<file path="src/cpu_consts.svh">
`ifndef CPU_CONSTS_SVH
`define CPU_CONSTS_SVH

// Datapath sizing
`define DATA_W   16
`define REG_AW   3
`define MEM_AW   8   // 256 data words
`define SP_RESET 255 // Stack grows down from the top word

// Opcodes, instr[15:7]
`define OP_NOP     9'b000_000000
`define OP_SETC    9'b000_000001
`define OP_CLRC    9'b000_000010

// One operand group
`define OP_NOT     9'b001_000000
`define OP_INC     9'b001_000001
`define OP_DEC     9'b001_000010
`define OP_OUT     9'b001_000011
`define OP_IN      9'b001_000100

// Two operand group
`define OP_MOV     9'b010_000000
`define OP_ADD     9'b010_000001
`define OP_SUB     9'b010_000010
`define OP_AND     9'b010_000011
`define OP_OR      9'b010_000100
`define OP_SHL     9'b010_000101
`define OP_SHR     9'b010_000110
`define OP_SHL_IMM 9'b010_000111
`define OP_SHR_IMM 9'b010_001000

// Memory group
`define OP_PUSH    9'b011_000000
`define OP_POP     9'b011_000001
`define OP_LDM     9'b011_000010
`define OP_LDD     9'b011_000011
`define OP_STD     9'b011_000100

// Branch group, no fetch unit here so these retire as NOP
`define OP_JZ      9'b100_000000
`define OP_JN      9'b100_000001
`define OP_JC      9'b100_000010
`define OP_JMP     9'b100_000100
`define OP_JMPI    9'b100_000101
`define OP_CALL    9'b100_000110
`define OP_RET     9'b100_001000
`define OP_RTI     9'b100_001010

`endif

</file>
<file path="src/reg_file.sv">
`include "cpu_consts.svh"

module reg_file (
	input  logic               clk,
	input  logic               rst_n,
	input  logic               we,
	input  logic [`REG_AW-1:0] waddr,
	input  logic [`DATA_W-1:0] wdata,
	input  logic [`REG_AW-1:0] raddr_a,
	input  logic [`REG_AW-1:0] raddr_b,
	output logic [`DATA_W-1:0] rdata_a,
	output logic [`DATA_W-1:0] rdata_b
);

	logic [`DATA_W-1:0] regs [0:(1 << `REG_AW)-1];

	always_ff @(posedge clk) begin
		if (!rst_n) begin
			for (int i = 0; i < (1 << `REG_AW); i++)
				regs[i] <= '0;
		end else if (we) begin
			regs[waddr] <= wdata;
		end
	end

	// No bypass, the execute stage forwards
	assign rdata_a = regs[raddr_a];
	assign rdata_b = regs[raddr_b];

endmodule

</file>
<file path="config.mk">
export PLATFORM = sky130hd
export DESIGN_NAME = reg_file
export DESIGN_NICKNAME = d
export VERILOG_FILES = /design/src/reg_file.sv
export VERILOG_INCLUDE_DIRS = /design/src /design/src/src
export SDC_FILE = /design/constraint.sdc
export NUM_CORES = 1
export LEC_CHECK = 0
export ABC_AREA = 1
export BUFFER_PORTS_ARGS = -buffer_cell sky130_fd_sc_hd__buf_2
export CAP_MARGIN = 20
export CORE_ASPECT_RATIO = 1.1
export CORE_MARGIN = 3
export CORE_UTILIZATION = 46
export CTS_CLUSTER_SIZE = 24
export DETAILED_ROUTE_END_ITERATION = 6
export GPL_ROUTABILITY_DRIVEN = 0
export PLACE_DENSITY = 0.7
export SLEW_MARGIN = 15
export SYNTH_ARGS = -nofsm -noshare
export SYNTH_HDL_FRONTEND = slang
export SYNTH_SLANG_ARGS = --single-unit
export TNS_END_PERCENT = 5
</file>
<file path="constraint.sdc">
create_clock -name clk -period 2.65 [get_ports clk]
set_clock_uncertainty 0.05 [all_clocks]
set_input_delay 0.795 -clock clk [delete_from_list [all_inputs] [get_ports clk]]
set_output_delay 0.795 -clock clk [all_outputs]
set_load 0.01 [all_outputs]
</file>
==> impl_metrics.csv <==
group,metric,value,unit
yosys,ys_seq_elements,128,
worst_setup_path,crit_chain,"buf_4 -> inv_8 -> buf_6 -> nand2_1 -> nand3_1 -> nand2_1 -> nand2_1 -> nand2_1 -> buf_2",
floorplanning,rows,48,
yosys,syn_area,0.00754,sq mm
hold_path,min_path_type,"input port to flop",
yosys,yosysMostFrequentCell,"nand2_1",
worst_setup_path,criticalPathCategory,"input port to output pin",
final_layout,final_layout_size_suffix_gt1_frac,0.132,
placed_design,dp.cells,1275,
global_routing,grt_pass1_vias,6557,
yosys,synth_edf_count,128,
global_routing,grt_max_degree,65,
clock_tree,cts_max_path_buffers,2,
global_routing,grt_overflow_total,0,
hold_path,min_to,"regs[7][14]",
clock_tree,cts_sinks,128,
floorplanning,die_w,128,um
final_layout,antennaDiodeCount,0,
worst_setup_path,cpMostUsedCell,"nand2_1",
yosys,synth_fp_nets,1060,
timing,final_max_slew_viol_count,0,
final_layout,syn_to_final_growth,19.1,%
clock_tree,postCtsSetupBuffers,0,
job,timing.max_cap.violations,0,
power_and_ir_drop,p_sw,1470,uW
floorplanning,initial_core_util,0.475,
clock_tree,clk_pin_slew_worst_paths,0.06,ns
final_layout,reg_top3,"regs: 128 flops",
worst_setup_path,cpPeakStageDelay,0.18,ns
placed_design,numPortBuffers,59,
floorplanning,core_area,0.0159,sq mm
final_layout,largest_reg_flops,128,
worst_setup_path,endpoint_kind,"output pin",
route,drt_first_pass_iters,6,
timing,setup_viol,0,
clock_tree,cts_root_buffer,"clkbuf_16",
placed_design,hpwl,14000,um
yosys,yosysWarnings,0,
final_layout,top_register,"regs",
floorplanning,ios,60,
timing,fin_setup_tns,0,ns
route,vias_per_cell,5.33,
floorplanning,die_area,0.0180,sq mm
route,ant_nets,0,
route,drtIter0Drc,909,
hold_path,worstHoldPathCells,3,
final_layout,nets,1129,
clock_tree,post_cts_resized,0,
route,via_count,7009,
power_and_ir_drop,power_density,631,mW/mm^2
global_routing,antenna_found_initial,0,
yosys,syn_inst,1032,
timing,rsz0062_at_grt,"false",
final_layout,layout.cells.non_filler,1314,
power_and_ir_drop,p_comb_frac,0.154,
yosys,synth_commonest_cells,"nand2_1, inv_1, nor2_1",
timing,finalCritPeriodShare,0.979,
yosys,synth-async-reset-ratio,0,
clock_tree,cts_made_buffers,17,
timing,clock.fmax,386,MHz
worst_setup_path,slowest_stage,"buf_6",
clock_tree,h-tree-depth,4,
run_status,outcome,"finished, final reports clean",
worst_setup_path,crit_buf_inv,4,
timing,finalHoldViolCount,0,
timing,min_period,2.59,ns
worst_setup_path,worstPathRequired,1.81,ns
global_routing,grt_util_all_layers,0.260,
power_and_ir_drop,sequentialPowerShare,0.421,
yosys,seq_area_frac_synth,0.510,
power_and_ir_drop,p_leak,0.00461,uW
yosys,yosys.area.top_type,"edfxtp_1",
worst_setup_path,crit_family,"buffers and inverters",
worst_setup_path,crit_path_max_fanout,16,
yosys,dominantRegCellSynth,"edfxtp_1",
hold_path,hp-start,"wdata[14]",
power_and_ir_drop,ir_worst_vdd,0.000436,V
route,wl_per_cell,18.6,um
timing,tightest_slew,0.358,ns
worst_setup_path,cp.arrival,1.75,ns
clock_tree,cts_tree,"built",
timing,max_slew_margin,0.761,
worst_setup_path,critPathLaunchType,"input port",
clock_tree,ctsHoldBuffers,0,
yosys,yosysTopAreaCellShare,0.510,
route,drc,0,
power_and_ir_drop,swShare,0.260,
route,wl,24400,um
yosys,synth_cell_types,14,
yosys,syn_avg_cell_area,7.30,sq um
yosys,synthTopCellsByArea,"edfxtp_1, nand2_1, nand3_1",
final_layout,fillCellCount,1472,
global_routing,grt_pass1_wl,35500,um
floorplanning,die_y,140,um
power_and_ir_drop,p_int,4190,uW
power_and_ir_drop,clockPowerShare,0.425,
area by class of cell:
type / instances / area [sq um] / area share
well taps: 200 / 250 / 0.0279
multi-input cells: 695 / 2810 / 0.313
clock buffers: 18 / 429 / 0.0478
repair buffers: 105 / 878 / 0.0978
flip-flops and latches: 128 / 3840 / 0.428
inverters: 154 / 593 / 0.0661
clock inverters: 14 / 171 / 0.0191
cell usage in the layout, fill, tap and decap left out:
cell type / instances
buf_12: 7
buf_2: 57
buf_4: 29
buf_6: 4
buf_8: 1
bufinv_16: 4
clkbuf_1: 1
clkbuf_16: 24
clkinv_1: 4
clkinv_2: 4
clkinv_4: 1
clkinvlp_4: 1
edfxtp_1: 128
inv_1: 150
inv_2: 2
inv_8: 2
nand2_1: 425
nand2_2: 8
nand2_4: 1
nand3_1: 128
nor2_1: 131
nor2_4: 2
power by group through the flow:
stage / registers (uW) / logic, uW / clock network, uW
floorplan: 2420 / 513 / 0
global placement: 2420 / 802 / 0
detailed placement: 2430 / 808 / 0
CTS: 2390 / 815 / 2410
global route: 2400 / 962 / 2500
finish: 2390 / 873 / 2410
worst max-delay path by stage:
| stage | start | end | slack, ns | cells after the start |
|---|---|---|---|---|
| finish | raddr_b[0] | rdata_b[15] | 0.06 | 9 |
| global route | raddr_b[0] | rdata_b[11] | 0.002 | 9 |
| CTS | raddr_b[0] | rdata_b[11] | 0.01 | 8 |
| detailed placement | raddr_a[0] | rdata_a[14] | 0.05 | 8 |
| global placement | raddr_a[0] | rdata_a[0] | 0.05 | 8 |
| floorplan | raddr_a[2] | rdata_a[10] | 0.28 | 5 |
logic make-up after synthesis:
| logic type | share of synthesized area |
|---|---|
| AND/OR/NAND/NOR | 0.373 |
| flip-flops | 0.510 |
| buffers and inverters | 0.117 |
metal layers:
layer	global-route usage	wire length [um]
met1	0.337	9330
met3	0.0465	2520
met2	0.433	11700
met4	0.102	786
met5	0	0
stage by stage:
step                utilization  hold WS [ns]  cell area (sq um)  setup WS [ns]  power (uW)
CTS                       0.552         0.735               8760         0.0108        5610
detailed placement        0.515          1.17               8160         0.0452        3240
global placement          0.515          1.16               8160         0.0497        3230
floorplan                     -          1.03               7540          0.281        2930
finish                    0.566         0.733               8980         0.0561        5670
global route              0.566         0.759               8980        0.00192        5860
worst min-delay path: cells and delay by family:
| kind | cells | cell delay, ns |
|---|---|---|
| simple gates | 1 | 0.12 |
| buf+inv | 2 | 0.17 |
Power figures use the tool's default switching activity.
