[src/cpu_consts.svh]
`ifndef CPU_CONSTS_SVH
`define CPU_CONSTS_SVH

// Datapath sizing
`define DATA_W   16
`define REG_AW   3
`define MEM_AW   8   // 256 data words
`define SP_RESET 255 // Stack grows down from the top word

// Opcodes, instr[15:7]
`define OP_NOP     9'b000_000000
`define OP_SETC    9'b000_000001
`define OP_CLRC    9'b000_000010

// One operand group
`define OP_NOT     9'b001_000000
`define OP_INC     9'b001_000001
`define OP_DEC     9'b001_000010
`define OP_OUT     9'b001_000011
`define OP_IN      9'b001_000100

// Two operand group
`define OP_MOV     9'b010_000000
`define OP_ADD     9'b010_000001
`define OP_SUB     9'b010_000010
`define OP_AND     9'b010_000011
`define OP_OR      9'b010_000100
`define OP_SHL     9'b010_000101
`define OP_SHR     9'b010_000110
`define OP_SHL_IMM 9'b010_000111
`define OP_SHR_IMM 9'b010_001000

// Memory group
`define OP_PUSH    9'b011_000000
`define OP_POP     9'b011_000001
`define OP_LDM     9'b011_000010
`define OP_LDD     9'b011_000011
`define OP_STD     9'b011_000100

// Branch group, no fetch unit here so these retire as NOP
`define OP_JZ      9'b100_000000
`define OP_JN      9'b100_000001
`define OP_JC      9'b100_000010
`define OP_JMP     9'b100_000100
`define OP_JMPI    9'b100_000101
`define OP_CALL    9'b100_000110
`define OP_RET     9'b100_001000
`define OP_RTI     9'b100_001010

`endif

[src/cpu_pkg.sv]
package cpu_pkg;

	// ALU function select, passed from decode to execute
	typedef enum logic [3:0] {
		ALU_NOP    = 4'b0000,
		ALU_SETC   = 4'b0001, // C <= 1
		ALU_CLRC   = 4'b0010, // C <= 0
		ALU_PASS_A = 4'b0011, // Rd value through
		ALU_PASS_B = 4'b0100, // Rs or immediate through
		ALU_NOT    = 4'b0101,
		ALU_INC    = 4'b0110,
		ALU_DEC    = 4'b0111,
		ALU_ADD    = 4'b1000,
		ALU_SUB    = 4'b1001,
		ALU_AND    = 4'b1010,
		ALU_OR     = 4'b1011,
		ALU_SHL    = 4'b1100, // Shift count from B[3:0]
		ALU_SHR    = 4'b1101
	} alu_fn_t;

	// Encodings 4'b1110 and 4'b1111 are unused

endpackage

[src/control_unit.sv]
`include "cpu_consts.svh"

module control_unit (
	input  logic               clk,
	input  logic               rst_n,
	input  logic               in_valid,
	input  logic [`DATA_W-1:0] instr,
	input  logic [`DATA_W-1:0] imm,
	output logic               d_valid,
	output cpu_pkg::alu_fn_t   d_alu_fn,
	output logic [`REG_AW-1:0] d_rd,
	output logic [`REG_AW-1:0] d_rs,
	output logic [`DATA_W-1:0] d_imm,
	output logic               d_use_imm,
	output logic               d_reg_we,
	output logic               d_mem_rd,
	output logic               d_mem_wr,
	output logic               d_stack,
	output logic               d_push,
	output logic               d_io_in,
	output logic               d_io_out
);

	logic [8:0]       opcode;
	cpu_pkg::alu_fn_t alu_fn;
	logic             use_imm;
	logic             reg_we;
	logic             mem_rd;
	logic             mem_wr;
	logic             stack;
	logic             push;
	logic             io_in;
	logic             io_out;

	assign opcode = instr[15:7];

	always_comb begin
		// Defaults give a NOP
		alu_fn  = cpu_pkg::ALU_NOP;
		use_imm = 1'b0;
		reg_we  = 1'b0;
		mem_rd  = 1'b0;
		mem_wr  = 1'b0;
		stack   = 1'b0;
		push    = 1'b0;
		io_in   = 1'b0;
		io_out  = 1'b0;
		case (opcode)
			`OP_NOP:  alu_fn = cpu_pkg::ALU_NOP;
			`OP_SETC: alu_fn = cpu_pkg::ALU_SETC;
			`OP_CLRC: alu_fn = cpu_pkg::ALU_CLRC;
			`OP_NOT: begin
				alu_fn = cpu_pkg::ALU_NOT;
				reg_we = 1'b1;
			end
			`OP_INC: begin
				alu_fn = cpu_pkg::ALU_INC;
				reg_we = 1'b1;
			end
			`OP_DEC: begin
				alu_fn = cpu_pkg::ALU_DEC;
				reg_we = 1'b1;
			end
			`OP_OUT: begin
				alu_fn = cpu_pkg::ALU_PASS_A; // Rd to the port
				io_out = 1'b1;
			end
			`OP_IN: begin
				reg_we = 1'b1;
				io_in  = 1'b1;
			end
			`OP_MOV: begin
				alu_fn = cpu_pkg::ALU_PASS_B;
				reg_we = 1'b1;
			end
			`OP_ADD, `OP_SUB, `OP_AND, `OP_OR, `OP_SHL, `OP_SHR: begin
				// Low opcode bits line up with the ALU code order
				alu_fn = cpu_pkg::alu_fn_t'(4'd7 + 4'(opcode[2:0]));
				reg_we = 1'b1;
			end
			`OP_SHL_IMM: begin
				alu_fn  = cpu_pkg::ALU_SHL;
				use_imm = 1'b1;
				reg_we  = 1'b1;
			end
			`OP_SHR_IMM: begin
				alu_fn  = cpu_pkg::ALU_SHR;
				use_imm = 1'b1;
				reg_we  = 1'b1;
			end
			`OP_PUSH: begin
				alu_fn = cpu_pkg::ALU_PASS_A;
				mem_wr = 1'b1;
				stack  = 1'b1;
				push   = 1'b1;
			end
			`OP_POP: begin
				reg_we = 1'b1;
				mem_rd = 1'b1;
				stack  = 1'b1;
			end
			`OP_LDM: begin
				alu_fn  = cpu_pkg::ALU_PASS_B;
				use_imm = 1'b1; // Rd <= imm
				reg_we  = 1'b1;
			end
			`OP_LDD: begin
				alu_fn = cpu_pkg::ALU_PASS_B; // Address from Rs
				reg_we = 1'b1;
				mem_rd = 1'b1;
			end
			`OP_STD: begin
				alu_fn = cpu_pkg::ALU_PASS_B;
				mem_wr = 1'b1;
			end
			`OP_JZ, `OP_JN, `OP_JC, `OP_JMP, `OP_JMPI, `OP_CALL, `OP_RET, `OP_RTI: begin
				alu_fn = cpu_pkg::ALU_NOP; // No program counter
			end
			default: ;
		endcase
	end

	always_ff @(posedge clk) begin
		if (!rst_n) begin
			d_valid   <= 1'b0;
			d_alu_fn  <= cpu_pkg::ALU_NOP;
			d_use_imm <= 1'b0;
			d_reg_we  <= 1'b0;
			d_mem_rd  <= 1'b0;
			d_mem_wr  <= 1'b0;
			d_stack   <= 1'b0;
			d_push    <= 1'b0;
			d_io_in   <= 1'b0;
			d_io_out  <= 1'b0;
		end else begin
			d_valid <= in_valid;
			if (in_valid) begin
				d_alu_fn  <= alu_fn;
				d_use_imm <= use_imm;
				d_reg_we  <= reg_we;
				d_mem_rd  <= mem_rd;
				d_mem_wr  <= mem_wr;
				d_stack   <= stack;
				d_push    <= push;
				d_io_in   <= io_in;
				d_io_out  <= io_out;
			end
		end
	end

	// Operand fields
	always_ff @(posedge clk) begin
		if (in_valid) begin
			d_rd  <= instr[6:4];
			d_rs  <= instr[3:1];
			d_imm <= imm;
		end
	end

endmodule

[config.mk]
export PLATFORM = sky130hd
export DESIGN_NAME = control_unit
export DESIGN_NICKNAME = d
export VERILOG_FILES = /design/src/cpu_pkg.sv /design/src/control_unit.sv
export VERILOG_INCLUDE_DIRS = /design/src /design/src/src
export SDC_FILE = /design/constraint.sdc
export NUM_CORES = 1
export LEC_CHECK = 0
export ABC_AREA = 1
export BUFFER_PORTS_ARGS = -buffer_cell sky130_fd_sc_hd__buf_2
export CAP_MARGIN = 20
export CORE_MARGIN = 2
export CORE_UTILIZATION = 41
export CTS_CLUSTER_SIZE = 20
export DETAILED_ROUTE_END_ITERATION = 12
export PLACE_DENSITY = 0.76
export SETUP_SLACK_MARGIN = 0.5
export SLEW_MARGIN = 20
export SYNTH_ARGS = -nofsm -noshare
export SYNTH_HDL_FRONTEND = slang
export SYNTH_SLANG_ARGS = --single-unit
[constraint.sdc]
create_clock -name clk -period 1.15 [get_ports clk]
set_clock_uncertainty 0.15 [all_clocks]
set_input_delay 0.115 -clock clk [delete_from_list [all_inputs] [get_ports clk]]
set_output_delay 0.115 -clock clk [all_outputs]
set_load 0.02 [all_outputs]
==> impl_results.md <==
* Max-Cap Viols at 0
* Crit end category: primary output
* Avg WL per Cell at 17.30 µm
* Initial Util at 42.56%
* WP data arrival at ~0.9 ns
* Register area at approximately 940 µm²
* Ranking of synthesized cells by area: edfxtp_1 43%, dfxtp_1 17%, nand2_1 8.0%, inv_1 3.6%, nand3_1 3.6%
* Cell area after synthesis at around 0.0015 mm²
* DP Wirelength at 2844 µm
* Tot GR Track Use at about a quarter
* Worst EP required at just under 0.9 ns
* Crit path buffers/inverters at 1
* Post-route DRC at 0
* Syn Area/Cell at about 10 µm²
* Setup CP Type: reg -> out
* Slew HR at 78.00%
* Synthesis-stage register bit count at 35
* Outcome: complete, but fails checks
* Die Width at between 60 and 70 µm
* TritonCTS clock tree: done
* Pin count of the biggest net entering global routing at 15
* Failing checks: hold timing, setup timing
* Worst slew pin tran at 0.3266 ns
* PortBufs at 68
* Post-place instance area at ~0.0022 mm²
* Grt total ovfl at 0
* Root Buffer: clkbuf_8
* Area of the die at between 0.004 and 0.005 mm²
* Setup ws final at -0.01546 ns
* Post-layout util at between 70% and 80%
* Non-filler cells, final at just under 300
* Dominant cell type by area after synthesis: edfxtp_1
* Nets@finish at between 200 and 300
* Sw frac at 25.50%
* Sequential share of the synthesized area at a little under 60%
* Most common cell after layout, fill and taps aside: buf_6
* Final Hold Fails at 22
* Vias in the first global route at approximately 1,500
* FP Rows at 22
* Clock transition at path regs at 0.08 ns
* Power share of the clock group at between 30 and 40%
* Mapped Nets at around 190
* Hold Crit Class: in -> reg
* Vias/cell at approximately 5
* Final period utilization at 101.3%
* # setup viols final at 1
* DR vias at roughly 1,500
* Diodes inserted at 0
* Antenna viol nets, final at 0
* Worst-skew pair later-pin latency at 0.28 ns
* Drt initial violations at 67
* Leak at 1.345 nW
* H-tree depth at 2
* Crit path launch type: flip-flop
* Area delta synth->final at 83.09%
* VDD IR max at 0.0005980 V
* Unrepaired setup endpoints after global routing: yes
* Dpl cells at approximately 280
* Die Y-Extent at between 60 and 70 µm
* Initial antenna violation count at 0
* CP delay by family, top: flip-flops
* Post-Syn Instances at approximately 150
* Max Transition Viols Final at 0
* Final Instance Area at approximately 0.0028 mm²
* Ports at 70
* FILL cells at between 200 and 250
* Top-area cell type share of the netlist area at 42.72%
* Power share of the combinational group at roughly a fifth
* Hold WS at -0.1552 ns
* Power per cell area at between 1000 and 1500 mW/mm²
* Commonest non-fill, non-tap cells in the layout: 47 x buf_6, 26 x buf_2, 22 x edfxtp_1
* Core area at between 0.003 and 0.004 mm²
* Reg power frac at between 40% and 50%
* Final WL at a little over 5000 µm
* Internal power at roughly 2.4 mW
* Share of layout cells above drive strength 1 at about 70%
* Crit path largest cell delay at 0.45 ns
* CP cell instances: buf_6
* Total CTS buffers at 5
* Area of the multi-input gates at ~780 µm²
* Placer Congestion at 0.8649
* Yosys warns at 0
* Detailed-router iteration count before antenna repair at 4
* P_sw at between 0.8 and 0.9 mW
* Min cycle time layout at 1.165 ns
* Critical-path top delay cell: edfxtp_1
* Netlist cell types at 29
* Clock sinks at 35
* Clock Path Buffers at 2
* Peak Freq at approximately 0.86 GHz
* First-pass GRT wire length at 7286 µm
* CP max FO at 1
-- through the flow --
step                worst slack [ns]  power (mW)   TNS [ns]
finish                      -0.01546       3.201   -0.01546
global route                -0.03755       3.299   -0.06760
CTS                        -0.009924       3.164  -0.009924
detailed placement           -0.3760       1.919     -3.295
global placement             -0.3507       1.908     -3.039
floorplan                   0.006707       1.711          0
-- area by class of cell --
cell class | count | area share, %
clock inverters | 1 | 1.061
repair buffers | 91 | 29.92
well taps | 48 | 2.121
inverters | 18 | 3.447
flip-flops and latches | 35 | 33.10
multi-input cells | 96 | 27.66
clock buffers | 7 | 2.696
-- worst paths after layout --
kind	start	endpoint	slack, ns	cells past startpoint
max	d_imm[0]$_DFFE_PP_	d_imm[0]	-0.02	1
max reg2reg	d_mem_rd$_SDFFE_PN0P_	d_mem_rd$_SDFFE_PN0P_	0.20	3
min reg2reg	d_alu_fn[1]$_SDFFE_PN0P_	d_alu_fn[1]$_SDFFE_PN0P_	0.33	2
min	imm[11]	d_imm[11]$_DFFE_PP_	-0.16	1
-- routing by layer --
layer	vias to the layer above	part of all wire (%)	global-route usage, %
met4	0	3.5	11.20
met5	-	0	0
met2	71	54	43.37
met3	14	5.1	6.678
met1	706	37	24.28
li1	697	-	-
-- cell usage after synthesis --
master    instances
nand2_1          33
edfxtp_1         22
inv_1            15
dfxtp_1          13
nand3_1          11
nor2_1            8
a21oi_1           7
o21ai_0           6
ha_1              4
inv_2             3
nand2_2           3
nor2_4            3
nor3_1            3
o21ai_1           3
nor2_2            2
o211ai_1          2
o21ai_2           2
a21oi_2           1
a31oi_1           1
buf_2             1
buf_4             1
clkbuf_2          1
nand2_4           1
nand3b_1          1
nand4_1           1
nor2_8            1
nor3b_2           1
o21bai_1          1
xor2_1            1
-- power by group through the flow --
stage,Clock (mW),Combinational (mW),Sequential [mW]
floorplan,0,0.133,1.58
global placement,0,0.441,1.47
detailed placement,0,0.448,1.47
CTS,1.10,0.602,1.47
global route,1.15,0.680,1.47
finish,1.09,0.643,1.47
-- state kept, by name, summed over array words and instances (netlist names), 3 cells and up --
register  count
d_alu_fn      4
d_imm        16
d_rd          3
d_rs          3
-- timing repair --
action / 4_1_cts / 5_1_grt
gates resized for setup: 124 / 22
hold endpoints to repair: 24 / 22
pin swaps: 22 / 17
setup endpoints to repair: 61 / 69
buffers inserted: 5 / 4
-- logic make-up after synthesis --
| group | share of synthesized area (%) |
|---|---|
| and+or+nand+nor | 22.41 |
| DFF | 59.55 |
| AOI/OAI and AO/OA | 8.738 |
| buffers and inverters | 5.501 |
| adders and majority gates | 3.236 |
| xor gates and xnor gates | 0.5664 |
Note: power is estimated with default switching activity, not from simulation.
