## src/cpu_consts.svh

```systemverilog
`ifndef CPU_CONSTS_SVH
`define CPU_CONSTS_SVH

// Datapath sizing
`define DATA_W   16
`define REG_AW   3
`define MEM_AW   8   // 256 data words
`define SP_RESET 255 // Stack grows down from the top word

// Opcodes, instr[15:7]
`define OP_NOP     9'b000_000000
`define OP_SETC    9'b000_000001
`define OP_CLRC    9'b000_000010

// One operand group
`define OP_NOT     9'b001_000000
`define OP_INC     9'b001_000001
`define OP_DEC     9'b001_000010
`define OP_OUT     9'b001_000011
`define OP_IN      9'b001_000100

// Two operand group
`define OP_MOV     9'b010_000000
`define OP_ADD     9'b010_000001
`define OP_SUB     9'b010_000010
`define OP_AND     9'b010_000011
`define OP_OR      9'b010_000100
`define OP_SHL     9'b010_000101
`define OP_SHR     9'b010_000110
`define OP_SHL_IMM 9'b010_000111
`define OP_SHR_IMM 9'b010_001000

// Memory group
`define OP_PUSH    9'b011_000000
`define OP_POP     9'b011_000001
`define OP_LDM     9'b011_000010
`define OP_LDD     9'b011_000011
`define OP_STD     9'b011_000100

// Branch group, no fetch unit here so these retire as NOP
`define OP_JZ      9'b100_000000
`define OP_JN      9'b100_000001
`define OP_JC      9'b100_000010
`define OP_JMP     9'b100_000100
`define OP_JMPI    9'b100_000101
`define OP_CALL    9'b100_000110
`define OP_RET     9'b100_001000
`define OP_RTI     9'b100_001010

`endif

```

## src/cpu_pkg.sv

```systemverilog
package cpu_pkg;

	// ALU function select, passed from decode to execute
	typedef enum logic [3:0] {
		ALU_NOP    = 4'b0000,
		ALU_SETC   = 4'b0001, // C <= 1
		ALU_CLRC   = 4'b0010, // C <= 0
		ALU_PASS_A = 4'b0011, // Rd value through
		ALU_PASS_B = 4'b0100, // Rs or immediate through
		ALU_NOT    = 4'b0101,
		ALU_INC    = 4'b0110,
		ALU_DEC    = 4'b0111,
		ALU_ADD    = 4'b1000,
		ALU_SUB    = 4'b1001,
		ALU_AND    = 4'b1010,
		ALU_OR     = 4'b1011,
		ALU_SHL    = 4'b1100, // Shift count from B[3:0]
		ALU_SHR    = 4'b1101
	} alu_fn_t;

	// Encodings 4'b1110 and 4'b1111 are unused

endpackage

```

## src/execute_stage.sv

```systemverilog
`include "cpu_consts.svh"

module execute_stage (
	input  logic               clk,
	input  logic               rst_n,
	input  logic               d_valid,
	input  cpu_pkg::alu_fn_t   d_alu_fn,
	input  logic [`REG_AW-1:0] d_rd,
	input  logic [`REG_AW-1:0] d_rs,
	input  logic [`DATA_W-1:0] d_imm,
	input  logic               d_use_imm,
	input  logic               d_reg_we,
	input  logic               d_mem_rd,
	input  logic               d_mem_wr,
	input  logic               d_stack,
	input  logic               d_push,
	input  logic               d_io_in,
	input  logic               d_io_out,
	input  logic [`DATA_W-1:0] rf_a,
	input  logic [`DATA_W-1:0] rf_b,
	input  logic               fwd_m_valid,
	input  logic [`REG_AW-1:0] fwd_m_dst,
	input  logic [`DATA_W-1:0] fwd_m_data,
	input  logic               fwd_w_valid,
	input  logic [`REG_AW-1:0] fwd_w_dst,
	input  logic [`DATA_W-1:0] fwd_w_data,
	output logic [`REG_AW-1:0] rf_raddr_a,
	output logic [`REG_AW-1:0] rf_raddr_b,
	output logic               x_valid,
	output logic [`REG_AW-1:0] x_rd,
	output logic               x_reg_we,
	output logic               x_mem_rd,
	output logic               x_mem_wr,
	output logic               x_stack,
	output logic               x_push,
	output logic               x_io_in,
	output logic               x_io_out,
	output logic [`DATA_W-1:0] x_result,
	output logic [`DATA_W-1:0] x_store_data,
	output logic [2:0]         x_flags
);

	logic [`DATA_W-1:0] op_a;
	logic [`DATA_W-1:0] rs_val;
	logic [`DATA_W-1:0] op_b;
	logic [`DATA_W-1:0] res;
	logic [`DATA_W:0]   wide;   // Result with carry or shifted-out bit
	logic [3:0]         shamt;
	logic               zn_upd;
	logic               c_next;
	logic               flag_z;
	logic               flag_n;
	logic               flag_c;

	// Newest producer wins: memory stage, then retire, then register file
	function automatic logic [`DATA_W-1:0] fwd(
		input logic [`REG_AW-1:0] idx,
		input logic [`DATA_W-1:0] rf_val,
		input logic               m_vld,
		input logic [`REG_AW-1:0] m_dst,
		input logic [`DATA_W-1:0] m_data,
		input logic               w_vld,
		input logic [`REG_AW-1:0] w_dst,
		input logic [`DATA_W-1:0] w_data
	);
		if (m_vld && m_dst == idx)
			return m_data;
		if (w_vld && w_dst == idx)
			return w_data;
		return rf_val;
	endfunction

	assign rf_raddr_a = d_rd;
	assign rf_raddr_b = d_rs;

	assign op_a = fwd(d_rd, rf_a, fwd_m_valid, fwd_m_dst, fwd_m_data,
		fwd_w_valid, fwd_w_dst, fwd_w_data);
	assign rs_val = fwd(d_rs, rf_b, fwd_m_valid, fwd_m_dst, fwd_m_data,
		fwd_w_valid, fwd_w_dst, fwd_w_data);
	assign op_b  = d_use_imm ? d_imm : rs_val;
	assign shamt = op_b[3:0];

	always_comb begin
		res    = op_a;
		wide   = '0;
		zn_upd = 1'b0;
		c_next = flag_c;
		case (d_alu_fn)
			cpu_pkg::ALU_SETC:   c_next = 1'b1;
			cpu_pkg::ALU_CLRC:   c_next = 1'b0;
			cpu_pkg::ALU_PASS_A: res = op_a;
			cpu_pkg::ALU_PASS_B: res = op_b;
			cpu_pkg::ALU_NOT: begin
				res    = ~op_a;
				zn_upd = 1'b1;
			end
			cpu_pkg::ALU_INC, cpu_pkg::ALU_DEC, cpu_pkg::ALU_ADD, cpu_pkg::ALU_SUB: begin
				case (d_alu_fn)
					cpu_pkg::ALU_INC: wide = {1'b0, op_a} + 17'd1;
					cpu_pkg::ALU_DEC: wide = {1'b0, op_a} - 17'd1; // Bit 16 is the borrow
					cpu_pkg::ALU_ADD: wide = {1'b0, op_a} + {1'b0, op_b};
					default:          wide = {1'b0, op_a} - {1'b0, op_b};
				endcase
				res    = wide[`DATA_W-1:0];
				c_next = wide[`DATA_W];
				zn_upd = 1'b1;
			end
			cpu_pkg::ALU_AND: begin
				res    = op_a & op_b;
				zn_upd = 1'b1;
			end
			cpu_pkg::ALU_OR: begin
				res    = op_a | op_b;
				zn_upd = 1'b1;
			end
			cpu_pkg::ALU_SHL: begin
				wide   = {1'b0, op_a} << shamt;
				res    = wide[`DATA_W-1:0];
				zn_upd = 1'b1;
				if (shamt != 4'd0)
					c_next = wide[`DATA_W]; // Last bit out of the top
			end
			cpu_pkg::ALU_SHR: begin
				wide   = {op_a, 1'b0} >> shamt;
				res    = wide[`DATA_W:1];
				zn_upd = 1'b1;
				if (shamt != 4'd0)
					c_next = wide[0];
			end
			default: ;
		endcase
	end

	always_ff @(posedge clk) begin
		if (!rst_n) begin
			x_valid  <= 1'b0;
			x_reg_we <= 1'b0;
			x_mem_rd <= 1'b0;
			x_mem_wr <= 1'b0;
			x_stack  <= 1'b0;
			x_push   <= 1'b0;
			x_io_in  <= 1'b0;
			x_io_out <= 1'b0;
			flag_z   <= 1'b0;
			flag_n   <= 1'b0;
			flag_c   <= 1'b0;
		end else begin
			// Controls are qualified here so later stages need no valid gating
			x_valid  <= d_valid;
			x_reg_we <= d_valid & d_reg_we;
			x_mem_rd <= d_valid & d_mem_rd;
			x_mem_wr <= d_valid & d_mem_wr;
			x_stack  <= d_valid & d_stack;
			x_push   <= d_valid & d_push;
			x_io_in  <= d_valid & d_io_in;
			x_io_out <= d_valid & d_io_out;
			if (d_valid) begin
				flag_c <= c_next;
				if (zn_upd) begin
					flag_z <= (res == '0);
					flag_n <= res[`DATA_W-1];
				end
			end
		end
	end

	always_ff @(posedge clk) begin
		if (d_valid) begin
			x_rd         <= d_rd;
			x_result     <= res;
			x_store_data <= op_a; // Rd for STD, PUSH and OUT
		end
	end

	assign x_flags = {flag_z, flag_n, flag_c};

endmodule

```

## config.mk

```make
export PLATFORM = sky130hd
export DESIGN_NAME = execute_stage
export DESIGN_NICKNAME = d
export VERILOG_FILES = /design/src/cpu_pkg.sv /design/src/execute_stage.sv
export VERILOG_INCLUDE_DIRS = /design/src /design/src/src
export SDC_FILE = /design/constraint.sdc
export NUM_CORES = 1
export LEC_CHECK = 0
export ABC_AREA = 1
export BUFFER_PORTS_ARGS = -buffer_cell sky130_fd_sc_hd__buf_2
export CORE_ASPECT_RATIO = 1.4
export CORE_MARGIN = 4
export CORE_UTILIZATION = 50
export CTS_CLUSTER_SIZE = 14
export DETAILED_ROUTE_END_ITERATION = 8
export GPL_TIMING_DRIVEN = 0
export HOLD_SLACK_MARGIN = 0.08
export MAX_ROUTING_LAYER = met4
export PLACE_DENSITY = 0.77
export SLEW_MARGIN = 20
export SYNTH_ARGS = -nofsm -noshare
export SYNTH_HDL_FRONTEND = slang
export SYNTH_SLANG_ARGS = --single-unit
```

## constraint.sdc

```tcl
create_clock -name clk -period 3.39 [get_ports clk]
set_input_delay 0.1695 -clock clk [delete_from_list [all_inputs] [get_ports clk]]
set_output_delay 0.1695 -clock clk [all_outputs]
set_load 0.01 [all_outputs]
```

==> run_results.csv, run 1 <==
group,metric,value,unit
clock_network,clock-root-buffer,"clkbuf_16",
power,leakage,4.94,nW
drt,top_layer,"met4",
power,power_density,341,nW/µm²
power,totalPowerFinal,3.30,mW
synth,syn_nets,1350,
power,ir_drop,0.214,mV
power,clockPowerShare,15.9,%
die,die_h,152,µm
sta,post-route-period-util,114,%
die,fp-row-count,52,
synth,ys.flop_type,"edfxtp_1",
critical_path,cpMaxStageDelayCell,"ha_2",
drt,met3_length,3270,µm
critical_path,reg2reg_depth,2,
die,core-area,14400,µm²
critical_path,r2r_end,"flag_n$_SDFFE_PN0P_",
sta,finalHoldViolCount,0,
place,io_buffers,160,
place,routabilityCongestion,1.07,
clock_network,cts-htree-levels,2,
drt,via_per_inst,5.86,
grt,grt_use_total,37.4,%
die,io_pins,161,
critical_path,worstSetupStartpointType,"input pin",
power,seqPwrFrac,21.1,%
die,initial_core_util,51.1,%
finish,final_cell_area,9680,µm²
finish,fin_util,67.0,%
drt,routedWlPerCell,19.8,µm
drt,drtAntennaViolNets,0,
place,dp_slack,-1.18,ns
critical_path,r2r_slack,2.71,ns
synth,seq_area_frac_synth,17.2,%
critical_path,startpoint,"d_rs[1]",
critical_path,cp.required,3.62,ns
outcome,violations,"setup timing",
power,p_int,1.72,mW
grt,grt_pass1_vias,8778,
grt,overflow,0,
finish,drive_gt1_share,36.2,%
clock_network,clk_pin_slew_worst_paths,0.07,ns
run,max-cap-violations,0,
synth,synth_edf_count,35,
finish,final_nets,1564,
sta,fin_skew,0,ns
sta,setup_violations,11,
synth,syn-cell-area,7380,µm²
drt,met1_length,11400,µm
drt,drc,0,
clock_network,clk_path_buf_depth,2,
synth,avgSynthCellArea,6.04,µm²
clock_network,cts_tree,"built",
grt,antenna_found_initial,0,
drt,wirelength,32200,µm
die,die_w,111,µm
grt,grt_max_degree,39,
sta,rsz0062_at_grt,"yes",
critical_path,cp_max_fo,6,
synth,async_flop_share,0,%
sta,min_period,3.85,ns
finish,syn_to_final_growth,31.2,%
place,place_hpwl,24600,µm
drt,first_iter_violations,820,
drt,num_vias,9534,
power,p_comb_share,63.0,%
critical_path,crit_end,"flag_z$_SDFFE_PN0P_",
synth,yosysWarningCount,0,
power,switching_share,47.8,%
synth,ys_types,56,
clock_network,clock_sinks,46,
clock_network,clock_latency,0.29,ns
hold_path,hp-class,"in2reg",
place,place_area,8460,µm²
outcome,status,"complete, but fails checks",
critical_path,max_stage_delay,0.36,ns
critical_path,cp_common_cell,"nand2_2",
synth,yosys_register_bits,46,
finish,num_antenna_cells,0,
synth,synth_cells,1222,
critical_path,crit_path_end_kind,"flip-flop",
drt,dr_wl_met2,15000,µm
grt,grt_pass1_wl,48000,µm
drt,first_pass_iters,5,
critical_path,worstPathArrival,4.08,ns
critical_path,criticalPathCategory,"in2reg",
sta,setup_ws,-0.460,ns
sta,slew_headroom,25.7,%
clock_network,cts_buffers,5,
sta,drv_slew,0,
sta,clock.fmax,0.260,GHz
power,p_switching,1.58,mW
sta,tightest_slew,1.11,ns
die,die_area,16800,µm²
critical_path,crit-reg2reg-launch,"flag_n$_SDFFE_PN0P_",
==> Yosys cell counts, types with 3 or more instances <==
library cell	number	area [µm²]
a22oi_1	5	37.5
o21ai_1	14	70.1
nand3_4	4	70.1
or2_2	9	56.3
a21oi_2	3	26.3
clkinv_1	4	15.0
dfxtp_1	11	220
clkbuf_1	6	22.5
edfxtp_1	35	1050
a31oi_1	3	18.8
nor2_1	85	319
a21oi_1	40	200
o21ai_0	45	225
nor2_2	6	37.5
xor2_1	7	61.3
nand3_1	212	1060
nand3b_1	7	52.6
inv_2	16	60.1
o211ai_2	6	75.1
buf_4	14	105
nor3_1	11	55.1
o21a_1	3	22.5
ha_1	18	225
nand4_1	17	106
inv_1	145	544
o21ai_2	5	43.8
o211ai_1	6	45.0
nor2_4	5	56.3
nand3_2	24	240
nand2_1	345	1290
nand2_2	37	231
nand2_4	13	146
buf_6	16	180
buf_2	18	90.1
==> metrics by stage <==
stage	instances	setup TNS [ns]	hold WS, ns
4_1_cts	1608	-0.905	0.0808
3_5_place_dp	1571	-12.17	0.389
2_1_floorplan	1222	-0.142	0.268
5_1_grt	1626	-4.29	0.0902
6_report	1626	-1.84	0.0802
3_3_place_gp	1571	-11.57	0.383
==> what timing repair did <==
action / in CTS / in global routing
endpoints found under the setup margin: 17 / 17
hold buffers: 0 / 0
cloned: 0 / 0
setup buffers: 31 / 18
endpoints found under the hold margin: 0 / 0
gates resized for setup: 103 / 92
pin swaps: 35 / 46
==> routing by layer <==
layer / track usage, % / up-vias
li1: - / 4442
met1: 42.1 / 4268
met2: 62.9 / 662
met3: 5.44 / 162
met4: 23.4 / 0
met5: - / -
==> critical path: cells and delay by family <==
kind            cells  cell delay, ns
compound gates      7            1.07
fa+ha+maj           1            0.36
buf+inv             7            0.68
simple gates       16            1.77
==> cell type report <==
class	count	area, µm²
Multi-Input combinational cell	954	5620
Fill cell	1307	4760
Sequential cell	46	1270
Timing Repair Buffer	209	1270
Inverter	165	647
Buffer	55	490
Tap cell	189	236
Clock buffer	5	125
Clock inverter	3	21.3
==> state kept, by name (all words and copies together) (netlist names) <==
| signal | count |
|---|---|
| flag_n | 1 |
| x_valid | 1 |
| x_push | 1 |
| x_stack | 1 |
| flag_c | 1 |
| flag_z | 1 |
| x_io_out | 1 |
| x_mem_rd | 1 |
| x_result | 16 |
| x_rd | 3 |
| x_store_data | 16 |
| x_io_in | 1 |
| x_reg_we | 1 |
| x_mem_wr | 1 |
==> placed cells by master, fill, tap and decap left out, drive strengths merged, types with 3 or more instances in the layout <==
cell,n
ha,18
o211ai,12
buf,255
edfxtp,35
o21ai,65
nor3,14
xor2,7
nand2,395
dfxtp,11
nand4,18
or2,9
a31oi,3
nand3b,7
clkinv,3
a21oi,45
a22oi,6
o21a,3
nor2,97
nand3,240
clkbuf,14
inv,165
==> worst min-delay path by stage <==
stage,endpoint,from,cells after the start
4_1_cts,x_stack$_SDFF_PN0_,d_stack,3
5_1_grt,x_mem_wr$_SDFF_PN0_,d_mem_wr,3
3_3_place_gp,x_stack$_SDFF_PN0_,d_stack,3
3_5_place_dp,x_stack$_SDFF_PN0_,d_stack,3
2_1_floorplan,x_rd[0]$_DFFE_PP_,d_rd[0],0
6_report,x_stack$_SDFF_PN0_,d_stack,3
==> power groups by stage <==
stage / Combinational, mW / Sequential, mW / Clock [mW]
after detailed placement: 1.65 / 0.708 / 0
after floorplan: 1.08 / 0.744 / 0
after global placement: 1.64 / 0.707 / 0
after global routing: 2.22 / 0.702 / 0.540
final: 2.08 / 0.695 / 0.525
after CTS: 1.83 / 0.696 / 0.520
==> cell families (layout without fill, tap and decap cells) <==
kind of cell             Yosys count  after routing  share of synthesized area [%]
adder cells (fa/ha/maj)           19             19                           3.32
XOR/XNOR                           9              9                           1.07
buffers and inverters            222            437                           14.4
AND/OR/NAND/NOR                  782            782                           51.7
flip-flops                        46             46                           17.2
AO/OA/AOI/OAI                    144            144                           12.3
Power figures use the tool's default switching activity.
==> run 2: changes to the inputs <==
Settings changed: PLACE_DENSITY 0.77 to 0.74.
Clock period 3.39 ns to 4.85 ns, I/O delays scaled along.
==> run 2 against run 1 <==
The flow now finishes without violations. Clock skew stayed put. Die area unchanged. Highest routed layer unchanged. Sequential share of layout area up 1.7 points. Critical path depth is 3 higher. Sequential power down 30%. Count of clock-buffer cells in the layout unchanged. Worst hold slack better by 0.075 ns. Non-clock buffer count down 46. First-iteration DRC count is 17% higher. Critical path type unchanged. Wire length fell by 6.5%. Utilization is 7.6 points lower. Combinational power is 44% lower.
==> run_results.csv, run 2 (same netlist as run 1, synthesis figures left out) <==
group,metric,value,unit
clock_network,clk_pin_slew_worst_paths,0.07,ns
sta,setup_ws,0.219,ns
sta,finalHoldViolCount,0,
die,initial_core_util,51.1,%
sta,clock.fmax,0.216,GHz
drt,routedWlPerCell,19.1,µm
drt,first_iter_violations,957,
sta,slew_headroom,25.6,%
power,power_density,235,nW/µm²
grt,grt_use_total,35.8,%
sta,setup_violations,0,
clock_network,cts_tree,"built",
clock_network,clock_sinks,46,
place,dp_slack,-0.0515,ns
drt,num_vias,9112,
finish,layout_common_cells,"nand2_1 (345), nand3_1 (212), buf_2 (177)",
clock_network,cts_buffers,5,
grt,grt_max_degree,39,
critical_path,cpMaxStageDelayCell,"o21ai_0",
place,place_hpwl,24400,µm
finish,regArea,1270,µm²
finish,reg_top3,"x_result (16), x_store_data (16), x_rd (3)",
grt,antenna_found_initial,0,
drt,drtAntennaViolNets,0,
sta,rsz0062_at_grt,"no",
drt,wirelength,30100,µm
grt,grt_pass1_wl,45900,µm
die,die_w,111,µm
critical_path,cp_common_cell,"inv_1",
critical_path,worstPathArrival,4.87,ns
critical_path,crit_path_end_kind,"flip-flop",
clock_network,cts-htree-levels,2,
power,leakage,4.57,nW
hold_path,hp-class,"in2reg",
finish,fill_cells,1572,
clock_network,clock-root-buffer,"clkbuf_16",
sta,drv_slew,0,
critical_path,criticalPathCategory,"in2reg",
clock_network,clk_path_buf_depth,2,
sta,whs,0.155,ns
sta,tightest_slew,1.11,ns
drt,via_per_inst,5.77,
clock_network,clock_latency,0.29,ns
die,die_h,152,µm
power,ir_drop,0.148,mV
critical_path,cp.required,5.09,ns
finish,drive_gt1_share,25.9,%
finish,final_nets,1518,
sta,post-route-period-util,95.5,%
sta,min_period,4.63,ns
sta,fin_skew,0,ns
place,io_buffers,160,
die,die_area,16800,µm²
finish,multi_input_area,5050,µm²
critical_path,cp_max_fo,10,
grt,overflow,0,
grt,grt_pass1_vias,8342,
run,max-cap-violations,0,
drt,first_pass_iters,8,
critical_path,max_stage_delay,0.41,ns
finish,syn_to_final_growth,16.3,%
drt,drc,0,
finish,num_antenna_cells,0,
clock_network,hold_buffers,0,
die,io_pins,161,
finish,layout_commonest_cell,"nand2_1",
critical_path,worstSetupStartpointType,"input pin",
outcome,status,"finished clean",
place,routabilityCongestion,1.16,
die,fp-row-count,52,
die,core-area,14400,µm²
## run 2: cell count changes in the layout (fill, tap and decap cells not counted), moves of 12 or more
| cell | delta |
|---|---|
| buf_4 | -40 |
| nand2_1 | +26 |
| nand2_2 | -20 |
| nor2_1 | +17 |
| nand3_1 | +14 |
| a21oi_1 | +13 |
| buf_2 | +13 |
| ha_1 | +13 |
| nor2_2 | -13 |
| a21oi_2 | -12 |
| o21ai_0 | +12 |
## run 2: path summary, 6_finish.rpt
kind / from / end / slack (ns) / depth (start not counted)
hold reg to reg: flag_z$_SDFFE_PN0P_ / flag_z$_SDFFE_PN0P_ / 0.48 / 2
hold / removal: d_mem_wr / x_mem_wr$_SDFF_PN0_ / 0.16 / 3
setup reg to reg: flag_c$_SDFFE_PN0P_ / flag_c$_SDFFE_PN0P_ / 4.18 / 2
setup / recovery: d_rs[1] / flag_z$_SDFFE_PN0P_ / 0.22 / 34
## run 2: worst max-delay path, delay by kind of cell
family                     cells  cell delay, ns
buffers and inverters          8            0.94
and+or+nand+nor               18            2.19
adders and majority gates      2            0.53
AOI/OAI and AO/OA              6            0.95
## run 2: cell type report
class                           count  share of cell area, %
Buffer                             57                   5.18
Clock buffer                        5                   1.46
Clock inverter                      3                  0.248
Inverter                          165                   7.22
Multi-Input combinational cell    954                   58.9
Sequential cell                    46                   14.8
Tap cell                          189                   2.76
Timing Repair Buffer              161                   9.42
## run 2: routing by layer
layer / global-route usage, % / share of wire, %
met1: 41.8 / 37
met2: 60.4 / 46
met3: 3.34 / 9.9
met4: 20.9 / 7.3
met5: - / 0
## run 2: through the flow
step | cells | power [mW] | utilization (%) | setup TNS, ns | cell area (µm²)
final | 1580 | 2.02 | 59.4 | 0 | 8580
after global routing | 1580 | 2.14 | 59.4 | 0 | 8580
after CTS | 1579 | 1.98 | 59.3 | 0 | 8560
after detailed placement | 1571 | 1.62 | 58.3 | -0.0515 | 8420
after global placement | 1571 | 1.62 | 58.3 | -0.0646 | 8420
after floorplan | 1222 | 1.27 | - | 0 | 7380
## run 2: what timing repair did
item,4_1_cts,5_1_grt
setup endpoints to repair,0,1
setup buffers,0,1
gates resized for setup,0,6
## run 2: report_power, final
| group | internal (mW) | switching (mW) | total, mW | leakage [nW] |
|---|---|---|---|---|
| Combinational | 0.381 | 0.781 | 1.16 | 4.06 |
| Sequential | 0.477 | 0.00847 | 0.486 | 0.432 |
| Clock | 0.194 | 0.173 | 0.368 | 0.0751 |
